===== src/hdl/mem_pkg.sv =====
package mem_pkg;

	localparam int MEM_ADDR_W = 32;
	localparam int MEM_DATA_W = 64;

	// Picks the 32-bit half of a 64-bit beat
	localparam int ENTRY_SEL_BIT = 2;

endpackage


===== src/hdl/mmu_pkg.sv =====
package mmu_pkg;

	localparam int VPN_DIR_W = 10;	// Directory index, vaddr[31:22]
	localparam int VPN_TBL_W = 10;	// Table index, vaddr[21:12]
	localparam int PAGE_OFS_W = 12;

	localparam logic [1:0] FAULT_NONE = 2'd0;
	localparam logic [1:0] FAULT_PDE_NP = 2'd1;
	localparam logic [1:0] FAULT_PTE_NP = 2'd2;
	localparam logic [1:0] FAULT_PERM = 2'd3;

	typedef struct packed {
		logic [19:0] tbl_base;	// Page table frame
		logic [10:0] rsvd;
		logic present;
	} pde_t;

	typedef struct packed {
		logic [19:0] frame;
		logic [8:0] rsvd;
		logic user;
		logic write;
		logic present;
	} pte_t;

	typedef union packed {
		pde_t pde;
		pte_t pte;
	} entry_u;

endpackage

===== src/hdl/mmu_top.sv =====
`default_nettype none

module mmu_top #(
	parameter int TLB_ENTRIES = 4
) (
	input wire logic iCLOCK,
	input wire logic inRESET,
	input wire logic iRESET_SYNC,
	input wire logic iTR_REQ,
	input wire logic [31:0] iTR_VADDR,
	input wire logic iTR_WRITE,
	input wire logic iTR_USER,
	output logic oTR_BUSY,
	output logic oTR_VALID,
	output logic [31:0] oTR_PADDR,
	output logic oTR_FAULT,
	output logic [1:0] oTR_FAULT_CAUSE,
	input wire logic [31:0] iPDT_BASE,
	input wire logic iFLUSH,
	output logic oMEM_REQ,
	output logic [mem_pkg::MEM_ADDR_W-1:0] oMEM_ADDR,
	input wire logic iMEM_LOCK,
	input wire logic iMEM_VALID,
	input wire logic [mem_pkg::MEM_DATA_W-1:0] iMEM_DATA
);

	logic [mmu_pkg::VPN_DIR_W+mmu_pkg::VPN_TBL_W-1:0] lk_vpn;
	logic lk_hit;
	mmu_pkg::entry_u lk_entry;
	logic fill;
	logic [mmu_pkg::VPN_DIR_W+mmu_pkg::VPN_TBL_W-1:0] fill_vpn;
	mmu_pkg::entry_u fill_entry;
	logic ld_req;
	logic [mem_pkg::MEM_ADDR_W-1:0] ld_addr;
	logic ld_busy;
	logic done_valid;
	mmu_pkg::entry_u done_data;
	mmu_pkg::entry_u chk_entry;
	logic [mmu_pkg::PAGE_OFS_W-1:0] chk_offset;
	logic chk_write;
	logic chk_user;
	logic [31:0] chk_paddr;
	logic chk_fault;
	logic [1:0] chk_cause;

	mmu_walk_ctrl walk_ctrl_inst (
		.iCLOCK(iCLOCK), .inRESET(inRESET), .iRESET_SYNC(iRESET_SYNC),
		.iTR_REQ(iTR_REQ), .iTR_VADDR(iTR_VADDR), .iTR_WRITE(iTR_WRITE), .iTR_USER(iTR_USER),
		.oTR_BUSY(oTR_BUSY), .oTR_VALID(oTR_VALID), .oTR_PADDR(oTR_PADDR),
		.oTR_FAULT(oTR_FAULT), .oTR_FAULT_CAUSE(oTR_FAULT_CAUSE), .iPDT_BASE(iPDT_BASE),
		.oLK_VPN(lk_vpn), .iLK_HIT(lk_hit), .iLK_ENTRY(lk_entry),
		.oFILL(fill), .oFILL_VPN(fill_vpn), .oFILL_ENTRY(fill_entry),
		.oLD_REQ(ld_req), .oLD_ADDR(ld_addr), .iLD_BUSY(ld_busy),
		.iDONE_VALID(done_valid), .iDONE_DATA(done_data),
		.oCHK_ENTRY(chk_entry), .oCHK_OFFSET(chk_offset), .oCHK_WRITE(chk_write),
		.oCHK_USER(chk_user), .iCHK_PADDR(chk_paddr), .iCHK_FAULT(chk_fault),
		.iCHK_CAUSE(chk_cause)
	);

	mmu_tlb #(.TLB_ENTRIES(TLB_ENTRIES)) tlb_inst (
		.iCLOCK(iCLOCK), .inRESET(inRESET), .iRESET_SYNC(iRESET_SYNC), .iFLUSH(iFLUSH),
		.iLK_VPN(lk_vpn), .oLK_HIT(lk_hit), .oLK_ENTRY(lk_entry),
		.iFILL(fill), .iFILL_VPN(fill_vpn), .iFILL_ENTRY(fill_entry)
	);

	mmu_table_load table_load_inst (
		.iCLOCK(iCLOCK), .inRESET(inRESET), .iRESET_SYNC(iRESET_SYNC),
		.iLD_REQ(ld_req), .iLD_ADDR(ld_addr), .oLD_BUSY(ld_busy),
		.oMEM_REQ(oMEM_REQ), .iMEM_LOCK(iMEM_LOCK), .oMEM_ADDR(oMEM_ADDR),
		.iMEM_VALID(iMEM_VALID), .iMEM_DATA(iMEM_DATA),
		.oDONE_VALID(done_valid), .oDONE_DATA(done_data)
	);

	mmu_perm_check perm_check_inst (
		.iENTRY(chk_entry), .iOFFSET(chk_offset), .iWRITE(chk_write), .iUSER(chk_user),
		.oPADDR(chk_paddr), .oFAULT(chk_fault), .oFAULT_CAUSE(chk_cause)
	);

endmodule

`default_nettype wire


===== src/hdl/mmu_walk_ctrl.sv =====
`default_nettype none

module mmu_walk_ctrl (
	input wire logic iCLOCK,
	input wire logic inRESET,
	input wire logic iRESET_SYNC,
	input wire logic iTR_REQ,
	input wire logic [31:0] iTR_VADDR,
	input wire logic iTR_WRITE,
	input wire logic iTR_USER,
	output logic oTR_BUSY,
	output logic oTR_VALID,
	output logic [31:0] oTR_PADDR,
	output logic oTR_FAULT,
	output logic [1:0] oTR_FAULT_CAUSE,
	input wire logic [31:0] iPDT_BASE,
	output logic [mmu_pkg::VPN_DIR_W+mmu_pkg::VPN_TBL_W-1:0] oLK_VPN,
	input wire logic iLK_HIT,
	input wire mmu_pkg::entry_u iLK_ENTRY,
	output logic oFILL,
	output logic [mmu_pkg::VPN_DIR_W+mmu_pkg::VPN_TBL_W-1:0] oFILL_VPN,
	output mmu_pkg::entry_u oFILL_ENTRY,
	output logic oLD_REQ,
	output logic [mem_pkg::MEM_ADDR_W-1:0] oLD_ADDR,
	input wire logic iLD_BUSY,
	input wire logic iDONE_VALID,
	input wire mmu_pkg::entry_u iDONE_DATA,
	output mmu_pkg::entry_u oCHK_ENTRY,
	output logic [mmu_pkg::PAGE_OFS_W-1:0] oCHK_OFFSET,
	output logic oCHK_WRITE,
	output logic oCHK_USER,
	input wire logic [31:0] iCHK_PADDR,
	input wire logic iCHK_FAULT,
	input wire logic [1:0] iCHK_CAUSE
);

	localparam int OFS_W = mmu_pkg::PAGE_OFS_W;
	localparam int DIR_W = mmu_pkg::VPN_DIR_W;
	localparam int TBL_W = mmu_pkg::VPN_TBL_W;

	localparam logic [2:0] st_idle = 3'd0;
	localparam logic [2:0] st_lookup = 3'd1;
	localparam logic [2:0] st_dir = 3'd2;
	localparam logic [2:0] st_tbl = 3'd3;
	localparam logic [2:0] st_result = 3'd4;

	logic [2:0] b_state;
	logic b_issued;	// Load strobe given for this level
	logic b_fill_ok;
	logic [31:0] b_vaddr;
	logic b_write;
	logic b_user;
	mmu_pkg::entry_u b_entry;	// Holds the PDE and later the PTE
	logic [31:0] b_paddr;
	logic b_fault;
	logic [1:0] b_cause;
	logic [DIR_W-1:0] dir_idx;
	logic [TBL_W-1:0] tbl_idx;
	logic [31:0] pde_addr;
	logic [31:0] pte_addr;
	logic result_load;
	logic pde_fault;

	assign dir_idx = b_vaddr[31 -: DIR_W];
	assign tbl_idx = b_vaddr[OFS_W +: TBL_W];
	assign pde_addr = iPDT_BASE + {{(30 - DIR_W){1'b0}}, dir_idx, 2'b00};
	assign pte_addr = {b_entry.pde.tbl_base, {OFS_W{1'b0}}} +
		{{(30 - TBL_W){1'b0}}, tbl_idx, 2'b00};

	assign result_load = ((b_state == st_lookup) && iLK_HIT) ||
		((b_state == st_tbl) && iDONE_VALID);
	assign pde_fault = (b_state == st_dir) && iDONE_VALID && !iDONE_DATA.pde.present;

	always_ff @(posedge iCLOCK or negedge inRESET) begin
		if (!inRESET) begin
			b_state <= st_idle;
			b_issued <= 1'b0;
			b_fill_ok <= 1'b0;
		end
		else if (iRESET_SYNC) begin
			b_state <= st_idle;
			b_issued <= 1'b0;
			b_fill_ok <= 1'b0;
		end
		else begin
			if (oLD_REQ) begin
				b_issued <= 1'b1;
			end
			case (b_state)
				st_idle: begin
					if (iTR_REQ) begin
						b_state <= st_lookup;
					end
				end
				st_lookup: begin
					b_state <= iLK_HIT ? st_result : st_dir;
					b_fill_ok <= 1'b0;
					b_issued <= 1'b0;
				end
				st_dir: begin
					if (iDONE_VALID) begin
						b_issued <= 1'b0;
						b_state <= pde_fault ? st_result : st_tbl;
					end
				end
				st_tbl: begin
					if (iDONE_VALID) begin
						b_issued <= 1'b0;
						b_state <= st_result;
						b_fill_ok <= !iCHK_FAULT;	// Faulting entries stay out of the TLB
					end
				end
				default: begin
					b_state <= st_idle;
				end
			endcase
		end
	end

	always_ff @(posedge iCLOCK) begin
		if ((b_state == st_idle) && iTR_REQ) begin
			b_vaddr <= iTR_VADDR;
			b_write <= iTR_WRITE;
			b_user <= iTR_USER;
		end
		if (iDONE_VALID) begin
			b_entry <= iDONE_DATA;
		end
		if (result_load) begin
			b_fault <= iCHK_FAULT;
			b_cause <= iCHK_CAUSE;
			b_paddr <= iCHK_FAULT ? 32'h0 : iCHK_PADDR;
		end
		else if (pde_fault) begin
			b_fault <= 1'b1;
			b_cause <= mmu_pkg::FAULT_PDE_NP;
			b_paddr <= 32'h0;
		end
	end

	assign oTR_BUSY = (b_state != st_idle);
	assign oTR_VALID = (b_state == st_result);
	assign oTR_PADDR = b_paddr;
	assign oTR_FAULT = b_fault;
	assign oTR_FAULT_CAUSE = b_cause;

	assign oLK_VPN = b_vaddr[31:OFS_W];
	assign oFILL = (b_state == st_result) && b_fill_ok;
	assign oFILL_VPN = b_vaddr[31:OFS_W];
	assign oFILL_ENTRY = b_entry;

	assign oLD_REQ = ((b_state == st_dir) || (b_state == st_tbl)) && !b_issued && !iLD_BUSY;
	assign oLD_ADDR = (b_state == st_tbl) ? pte_addr : pde_addr;

	// Hit path checks the TLB word and walk path the fresh PTE
	assign oCHK_ENTRY = (b_state == st_tbl) ? iDONE_DATA : iLK_ENTRY;
	assign oCHK_OFFSET = b_vaddr[OFS_W-1:0];
	assign oCHK_WRITE = b_write;
	assign oCHK_USER = b_user;

endmodule

`default_nettype wire


===== src/hdl/mmu_perm_check.sv =====
`default_nettype none

module mmu_perm_check (
	input wire mmu_pkg::entry_u iENTRY,
	input wire logic [mmu_pkg::PAGE_OFS_W-1:0] iOFFSET,
	input wire logic iWRITE,
	input wire logic iUSER,
	output logic [31:0] oPADDR,
	output logic oFAULT,
	output logic [1:0] oFAULT_CAUSE
);

	logic write_deny;
	logic user_deny;

	assign write_deny = iWRITE && !iENTRY.pte.write;
	assign user_deny = iUSER && !iENTRY.pte.user;

	always_comb begin
		if (!iENTRY.pte.present) begin
			oFAULT_CAUSE = mmu_pkg::FAULT_PTE_NP;
		end
		else if (write_deny || user_deny) begin
			oFAULT_CAUSE = mmu_pkg::FAULT_PERM;
		end
		else begin
			oFAULT_CAUSE = mmu_pkg::FAULT_NONE;
		end
	end

	assign oFAULT = (oFAULT_CAUSE != mmu_pkg::FAULT_NONE);
	assign oPADDR = {iENTRY.pte.frame, iOFFSET};	// Valid only without fault

endmodule

`default_nettype wire


===== src/hdl/mmu_tlb.sv =====
`default_nettype none

module mmu_tlb #(
	parameter int TLB_ENTRIES = 4
) (
	input wire logic iCLOCK,
	input wire logic inRESET,
	input wire logic iRESET_SYNC,
	input wire logic iFLUSH,
	input wire logic [mmu_pkg::VPN_DIR_W+mmu_pkg::VPN_TBL_W-1:0] iLK_VPN,
	output logic oLK_HIT,
	output mmu_pkg::entry_u oLK_ENTRY,
	input wire logic iFILL,
	input wire logic [mmu_pkg::VPN_DIR_W+mmu_pkg::VPN_TBL_W-1:0] iFILL_VPN,
	input wire mmu_pkg::entry_u iFILL_ENTRY
);

	localparam int PTR_W = $clog2(TLB_ENTRIES);
	localparam int VPN_W = mmu_pkg::VPN_DIR_W + mmu_pkg::VPN_TBL_W;

	logic [TLB_ENTRIES-1:0] b_valid;
	logic [VPN_W-1:0] b_tag [TLB_ENTRIES];
	mmu_pkg::entry_u b_data [TLB_ENTRIES];
	logic [PTR_W-1:0] b_fill_ptr;	// Next slot to replace

	always_ff @(posedge iCLOCK or negedge inRESET) begin
		if (!inRESET) begin
			b_valid <= '0;
			b_fill_ptr <= '0;
		end
		else if (iRESET_SYNC || iFLUSH) begin
			b_valid <= '0;
			b_fill_ptr <= '0;
		end
		else if (iFILL) begin
			b_valid[b_fill_ptr] <= 1'b1;
			if (b_fill_ptr == PTR_W'(TLB_ENTRIES - 1)) begin
				b_fill_ptr <= '0;
			end
			else begin
				b_fill_ptr <= b_fill_ptr + 1'b1;
			end
		end
	end

	always_ff @(posedge iCLOCK) begin
		if (iFILL) begin
			b_tag[b_fill_ptr] <= iFILL_VPN;
			b_data[b_fill_ptr] <= iFILL_ENTRY;
		end
	end

	// Parallel compare where the lowest slot wins
	always_comb begin
		oLK_HIT = 1'b0;
		oLK_ENTRY = '0;
		for (int i = TLB_ENTRIES - 1; i >= 0; i--) begin
			if (b_valid[i] && (b_tag[i] == iLK_VPN)) begin
				oLK_HIT = 1'b1;
				oLK_ENTRY = b_data[i];
			end
		end
	end

endmodule

`default_nettype wire


===== src/hdl/mmu_table_load.sv =====
`default_nettype none

module mmu_table_load (
	input wire logic iCLOCK,
	input wire logic inRESET,
	input wire logic iRESET_SYNC,
	input wire logic iLD_REQ,
	input wire logic [mem_pkg::MEM_ADDR_W-1:0] iLD_ADDR,
	output logic oLD_BUSY,
	output logic oMEM_REQ,
	input wire logic iMEM_LOCK,
	output logic [mem_pkg::MEM_ADDR_W-1:0] oMEM_ADDR,
	input wire logic iMEM_VALID,
	input wire logic [mem_pkg::MEM_DATA_W-1:0] iMEM_DATA,
	output logic oDONE_VALID,
	output logic [mem_pkg::MEM_DATA_W/2-1:0] oDONE_DATA
);

	localparam logic [1:0] st_idle = 2'd0;
	localparam logic [1:0] st_req = 2'd1;	// Held under lock
	localparam logic [1:0] st_wait = 2'd2;

	logic [1:0] b_state;
	logic [mem_pkg::MEM_ADDR_W-1:0] b_req_addr;
	logic b_drop;	// Beat of an abandoned load still due
	logic latch_condition;
	logic beat_due;

	assign latch_condition = iLD_REQ && (b_state == st_idle) && !b_drop;

	// A beat that is in flight when the sync reset hits must be swallowed later
	assign beat_due = ((b_drop || (b_state == st_wait)) && !iMEM_VALID) ||
		(((b_state == st_req) || latch_condition) && !iMEM_LOCK);

	always_ff @(posedge iCLOCK) begin
		if (latch_condition) begin
			b_req_addr <= iLD_ADDR;
		end
	end

	always_ff @(posedge iCLOCK or negedge inRESET) begin
		if (!inRESET) begin
			b_state <= st_idle;
			b_drop <= 1'b0;
		end
		else if (iRESET_SYNC) begin
			b_state <= st_idle;
			b_drop <= beat_due;
		end
		else begin
			if (iMEM_VALID) begin
				b_drop <= 1'b0;
			end
			case (b_state)
				st_idle: begin
					if (latch_condition) begin
						b_state <= iMEM_LOCK ? st_req : st_wait;
					end
				end
				st_req: begin
					if (!iMEM_LOCK) begin
						b_state <= st_wait;
					end
				end
				st_wait: begin
					if (iMEM_VALID) begin
						b_state <= st_idle;
					end
				end
				default: begin
					b_state <= st_idle;
				end
			endcase
		end
	end

	assign oLD_BUSY = (b_state != st_idle) || b_drop;
	assign oMEM_REQ = (b_state == st_req) || latch_condition;
	assign oMEM_ADDR = (b_state == st_req) ? b_req_addr : iLD_ADDR;	// Direct issue when idle
	assign oDONE_VALID = (b_state == st_wait) && iMEM_VALID;
	assign oDONE_DATA = b_req_addr[mem_pkg::ENTRY_SEL_BIT] ?
		iMEM_DATA[mem_pkg::MEM_DATA_W-1 -: mem_pkg::MEM_DATA_W/2] :
		iMEM_DATA[mem_pkg::MEM_DATA_W/2-1:0];

endmodule

`default_nettype wire


===== config.mk =====
export PLATFORM = sky130hd
export DESIGN_NAME = mmu_top
export DESIGN_NICKNAME = d
export VERILOG_FILES = /design/src/hdl/mem_pkg.sv /design/src/hdl/mmu_pkg.sv /design/src/hdl/mmu_top.sv /design/src/hdl/mmu_walk_ctrl.sv /design/src/hdl/mmu_perm_check.sv /design/src/hdl/mmu_tlb.sv /design/src/hdl/mmu_table_load.sv
export SDC_FILE = /design/constraint.sdc
export NUM_CORES = 1
export LEC_CHECK = 0
export BUFFER_PORTS_ARGS = -buffer_cell sky130_fd_sc_hd__buf_2
export CORE_AREA = 2 2 166 168
export CTS_BUF_LIST = sky130_fd_sc_hd__clkbuf_16
export CTS_CLUSTER_DIAMETER = 100
export DETAILED_ROUTE_END_ITERATION = 8
export DIE_AREA = 0 0 168 170
export PLACE_DENSITY_LB_ADDON = 0.3
export SYNTH_ARGS = -nofsm -noshare
export SYNTH_HDL_FRONTEND = slang
export SYNTH_HIERARCHICAL = 1
export SYNTH_SLANG_ARGS = --single-unit

===== constraint.sdc =====
create_clock -name iCLOCK -period 14.2 [get_ports iCLOCK]
set_clock_uncertainty 0.1 [all_clocks]
set_input_delay 2.84 -clock iCLOCK [delete_from_list [all_inputs] [get_ports iCLOCK]]
set_output_delay 2.84 -clock iCLOCK [all_outputs]
set_load 0.02 [all_outputs]

After elaboration in Yosys (flattened, before gate mapping)
Memory sizes are Yosys's and may differ from the RTL's.
Cells that the tools add are included.
W data, S select, Z words.
{"block": "totals", "out_inout_bits": 70, "rom_bits": 0, "ramBits": 208, "in_bits": 137, "memories": 2, "reg_bits": 147, "elab_cells": 142, "latch_bits": 0}
{"block": "classes", "shift": 0, "order_cmp": 2, "n_eq_ne": 17, "bitwise_logic": 1, "mux": 52, "addsub": 3, "n_div": 0, "n_mul": 0, "reduce_logical": 50}
{"memory": "tlb_inst.b_data", "depth": 4, "width": 32, "rd": 4, "rd_ports_with_merged_regs": 0, "write_ports": 1, "line_no": "mmu_tlb.sv:23", "source": "mmu_pkg::entry_u b_data [TLB_ENTRIES];"}
{"memory": "tlb_inst.b_tag", "depth": 4, "width": 20, "rd": 4, "rd_ports_with_merged_regs": 0, "write_ports": 1, "line_no": "mmu_tlb.sv:22", "source": "logic [VPN_W-1:0] b_tag [TLB_ENTRIES];"}
{"cell": "$mux W32", "count": 11}
{"cell": "$eq A20 B20 Y1", "count": 4}
{"cell": "$add A32 B12 Y32", "count": 2}
{"cell": "$mux W2", "count": 12}
{"cell": "$logic_and A1 B1 Y1", "count": 20}
{"cell": "$mux W3", "count": 6}
{"cell": "$mux W1", "count": 16}
{"cell": "$pmux W3 S4", "count": 1}
{"cell": "$reduce_bool A2 Y1", "count": 5}
{"cell": "$logic_not A1 Y1", "count": 9}
{"cell": "$ne A3 B2 Y1 const B", "count": 3}
{"cell": "$ne A3 B3 Y1 const B", "count": 3}
{"cell": "$logic_or A1 B1 Y1", "count": 8}
{"cell": "$mux W4", "count": 2}
{"cell": "$eq A3 B2 Y1 const B", "count": 2}
{"cell": "$pmux W2 S3", "count": 1}
{"cell": "$reduce_and A3 Y1", "count": 2}
{"cell": "$reduce_bool A3 Y1", "count": 2}
{"cell": "$eq A2 B2 Y1 const B", "count": 2}
{"cell": "$or A4 B4 Y4", "count": 1}
{"cell": "$pmux W1 S2", "count": 2}
{"cell": "$eq A3 B1 Y1 const B", "count": 1}
{"cell": "$eq A3 B3 Y1 const B", "count": 1}
{"cell": "$logic_not A3 Y1", "count": 1}
{"cell": "other kinds (8)", "count": 8}

Longest topological paths before layout
{"block": "depth", "word_depth": 17, "depth_mapped": 17, "depth_no_buf": 13}

Hierarchy
The synthesis kept the hierarchy.
{"module": "mmu_tlb", "seq_area_each_um2": 6396.1, "area_per_inst_um2": 8848.5, "n_inst": 1, "cells_each": 549}
{"module": "mmu_walk_ctrl", "seq_area_each_um2": 3158.0, "area_per_inst_um2": 5418.9, "n_inst": 1, "cells_each": 507}
{"module": "mmu_table_load", "seq_area_each_um2": 1036.0, "area_per_inst_um2": 2049.5, "n_inst": 1, "cells_each": 122}
{"module": "mmu_perm_check", "seq_area_each_um2": 0.0, "area_per_inst_um2": 276.5, "n_inst": 1, "cells_each": 37}

Worst setup path before layout
OpenSTA, ideal clock, no wires.
{"block": "synth_timing", "path_kind": "input-to-output", "start": "in iPDT_BASE[2]", "end": "out oMEM_ADDR[14] (netlist name)", "path_buffers": 0, "cell_stages": 9, "path_slack_ns": 6.406, "t_arrival_ns": 4.854, "t_required_ns": 11.260, "path_cell_list": "ha_1 > fa_1 > a21o_2 > a311oi_2 > o211ai_4 > nand3_1 > xor2_1 > o21ai_0 > mux2_4"}
{"block": "synth_between", "elab_chain_len": 3}
{"element": "start: declaration", "line_no": "mmu_top.sv:18", "source": "input wire logic [31:0] iPDT_BASE,"}
{"element": "$add A32 B12 Y32", "line_no": "mmu_walk_ctrl.sv:66", "source": "assign pde_addr = iPDT_BASE + {{(30 - DIR_W){1'b0}}, dir_idx, 2'b00};"}
{"element": "$mux W32", "line_no": "mmu_walk_ctrl.sv:153", "source": "assign oLD_ADDR = (b_state == st_tbl) ? pte_addr : pde_addr;"}
{"element": "via ld_addr (one bit)", "line_no": "mmu_top.sv:34", "source": "logic [mem_pkg::MEM_ADDR_W-1:0] ld_addr;"}
{"element": "$mux W32", "line_no": "mmu_table_load.sv:79", "source": "assign oMEM_ADDR = (b_state == st_req) ? b_req_addr : iLD_ADDR;"}
{"element": "end: declaration", "line_no": "mmu_top.sv:21", "source": "output logic [mem_pkg::MEM_ADDR_W-1:0] oMEM_ADDR,"}
The timed path passes the listed nets, and every way through them passes these cells.

Final worst setup path
{"block": "layout_timing", "start": "in iPDT_BASE[2]", "end": "out oMEM_ADDR[30] (netlist name)"}
Same word-level chain as after synthesis.

==> run summary <==
Fin util: 0.620
Worst Max-Slew Pin Slew: 1.17 ns
Leakage: 6.15 nW
Fin. max-slew vios: 0
Via count: 9026
Mapped Nets: 1241
Starting Density: 0.552
Max-Slew Margin vs Limit: 0.222
FF-to-FF End: walk_ctrl_inst/oTR_PADDR[30]$_SDFFCE_PP0P_
Syn avg cell area: 13.5 um2
Worst-Skew Late Latency: 0.57 ns
# rows: 60
CTS tree: built
Placement Setup Slack: 5.87 ns
Worst setup SP type: primary input
Routed len/inst: 21.0 um
Setup TNS: 0 ns
DRT Pass-1 Iters: 5
I/O pin cnt: 207
Worst Reg-to-Reg Cells: 14
First-pass GRT wire length: 50000 um
Cells on Worst Hold Path: 2
Dpl hpwl: 21200 um
Post-CTS Hold Fix Bufs: 0
Slowest stage cell, crit path: fa_1
Die span in x: 168 um
Final setup margin: 5.83 ns
Max-cap check violation count: 0
Initial antenna violation count: 3
Ys Warns: 6
Total core area: 26700 um2
Clk sinks: 310
Worst-path clk slew: 0.06 ns
Gr usage total: 0.228
Hold Path Sink: tlb_inst/b_valid[1]$_DFFE_PN0P_
RSZ-0062 raised after global routing: false
Fmax: 0.120 GHz
H-tree lvl count: 1
Crit path max fanout: 7
Final net count: 1358
Worst endpoint required time: 11.26 ns
Synthesized instance count: 1089
Hold path start: tlb_inst/b_valid[1]$_DFFE_PN0P_
Vias in the first global route: 8848
Port Buf Inserts: 188
Multi-input gate area: 4740 um2
Slowest stage delay, CP: 0.42 ns
Crit path max-delay family: compound AO/OA/AOI/OAI gates
Drc violations: 0
FF-to-FF setup slack: 9.09 ns
Layout cells sized above 1: 0.297
Worst path bufs/invs: 2
Post-CTS Resized: 0
Vias per Instance: 5.73
Starting DRT DRC Count: 745
Cell area after synthesis: 14700 um2
Crit Reg-Reg Startpoint: walk_ctrl_inst/b_vaddr[28]$_DFFE_PP_
Pwr/cell area: 147 nW/um2
Register Area: 9240 um2
Die area: 28600 um2
Cell chain of the critical path: buf_2 > ha_1 > fa_1 > a21o_2 > a311oi_2 > o211ai_4 > nand4_1 > xor2_1 > o21ai_0 > mux2_4 > buf_2
Fill count: 1973
ANT nets after route: 0
Status: complete, no violations
CTS root buf: clkbuf_16
WL final: 33100 um
WP data arrival: 5.43 ns
Gpl congestion: 0.850
Largest net degree at the start of global routing: 63
Final hold vios: 0
CP Capture Type: primary output
Post-layout min period: 8.37 ns
Die extent in y: 170 um
TritonCTS Buffers: 31
Worst vdd ir: 0.000144 V
Min-delay worst type: reg2reg
Period Utilization, post-route: 0.589
Post-CTS Setup Inserts: 0
Area growth syn-to-layout: 12.4%
CP most frequent cell: buf_2
Max clock buf depth: 3
Final setup violation count: 0
Kind of critical path: in2out
GRT overflow: 0
## metal layers
metal,global-route usage,part of all wire
met4,0.0563,0.015
met3,0.0435,0.081
met5,0,0.00021
met1,0.320,0.43
met2,0.370,0.47
## final cells by class
type,count,share of cell area
Multi-Input combinational cell,652,0.287
Inverter,8,0.00182
Antenna cell,4,0.000606
Clock buffer,31,0.0470
Timing Repair Buffer,203,0.0638
Sequential cell,310,0.559
Tap cell,341,0.0258
Clock inverter,27,0.0148
## through the flow
step / cell area [um2] / std cells / power [mW] / hold slack, ns
floorplan: 14700 / 1089 / 1.51 / 0.358
global placement: 15500 / 1514 / 1.62 / 0.371
detailed placement: 15500 / 1514 / 1.63 / 0.384
CTS: 16500 / 1572 / 2.44 / 0.397
global route: 16500 / 1572 / 2.51 / 0.427
finish: 16500 / 1576 / 2.42 / 0.398
## how the worst max path moves through the flow
stage                 start            end  slack, ns  cells past startpoint
2_1_floorplan  iPDT_BASE[2]  oMEM_ADDR[14]       6.41                      9
3_3_place_gp   iPDT_BASE[2]  oMEM_ADDR[24]       5.88                     11
3_5_place_dp   iPDT_BASE[2]  oMEM_ADDR[30]       5.87                     11
4_1_cts        iPDT_BASE[2]  oMEM_ADDR[30]       5.86                     11
5_1_grt        iPDT_BASE[2]  oMEM_ADDR[28]       5.72                     11
6_report       iPDT_BASE[2]  oMEM_ADDR[30]       5.83                     11
## registers in the layout, indices dropped and copies added, names as in the netlist, 2 cells and up
name,cells
table_load_inst/b_req_addr,32
table_load_inst/b_state,2
tlb_inst/b_data,92
tlb_inst/b_fill_ptr,2
tlb_inst/b_tag,80
tlb_inst/b_valid,4
walk_ctrl_inst/b_state,3
walk_ctrl_inst/b_vaddr,32
walk_ctrl_inst/oFILL_ENTRY,23
walk_ctrl_inst/oTR_FAULT_CAUSE,2
walk_ctrl_inst/oTR_PADDR,32
## layout by cell type (no fill, tap or decap), types with 6 or more instances in the layout
cell type	count
ha_1	14
a31oi_1	8
a21oi_1	18
nand3_1	20
edfxtp_1	296
a221oi_2	21
mux2_2	27
or3_1	6
xnor2_1	66
buf_2	188
nand4_1	19
a41oi_1	22
o21ai_0	22
nand2_1	107
mux2_4	30
xor2_1	27
clkinv_1	6
dfrtp_1	14
nor2_1	80
inv_1	9
buf_4	15
clkinv_2	9
and2_1	41
clkbuf_16	31
and3_1	32
## where the power goes
part / total [mW] / internal, mW / switching [mW]
clock: 0.812 / 0.471 / 0.342
sequential: 1.18 / 1.10 / 0.0761
combinational: 0.433 / 0.182 / 0.251
## worst reg2reg max path, stage by stage (launching register included)
cell	delay [ns]
edfxtp_1	0.63
xnor2_1	0.26
nand4_1	0.16
nor4_1	0.37
nand4_1	0.14
buf_4	0.35
and2_1	0.50
buf_4	0.34
a221oi_2	0.25
nand2_1	0.09
nand2_1	0.10
nand2b_1	0.20
nand3_1	0.27
nor2b_2	0.96
and2_1	0.26
No activity file was read; power rests on OpenSTA's default activity.
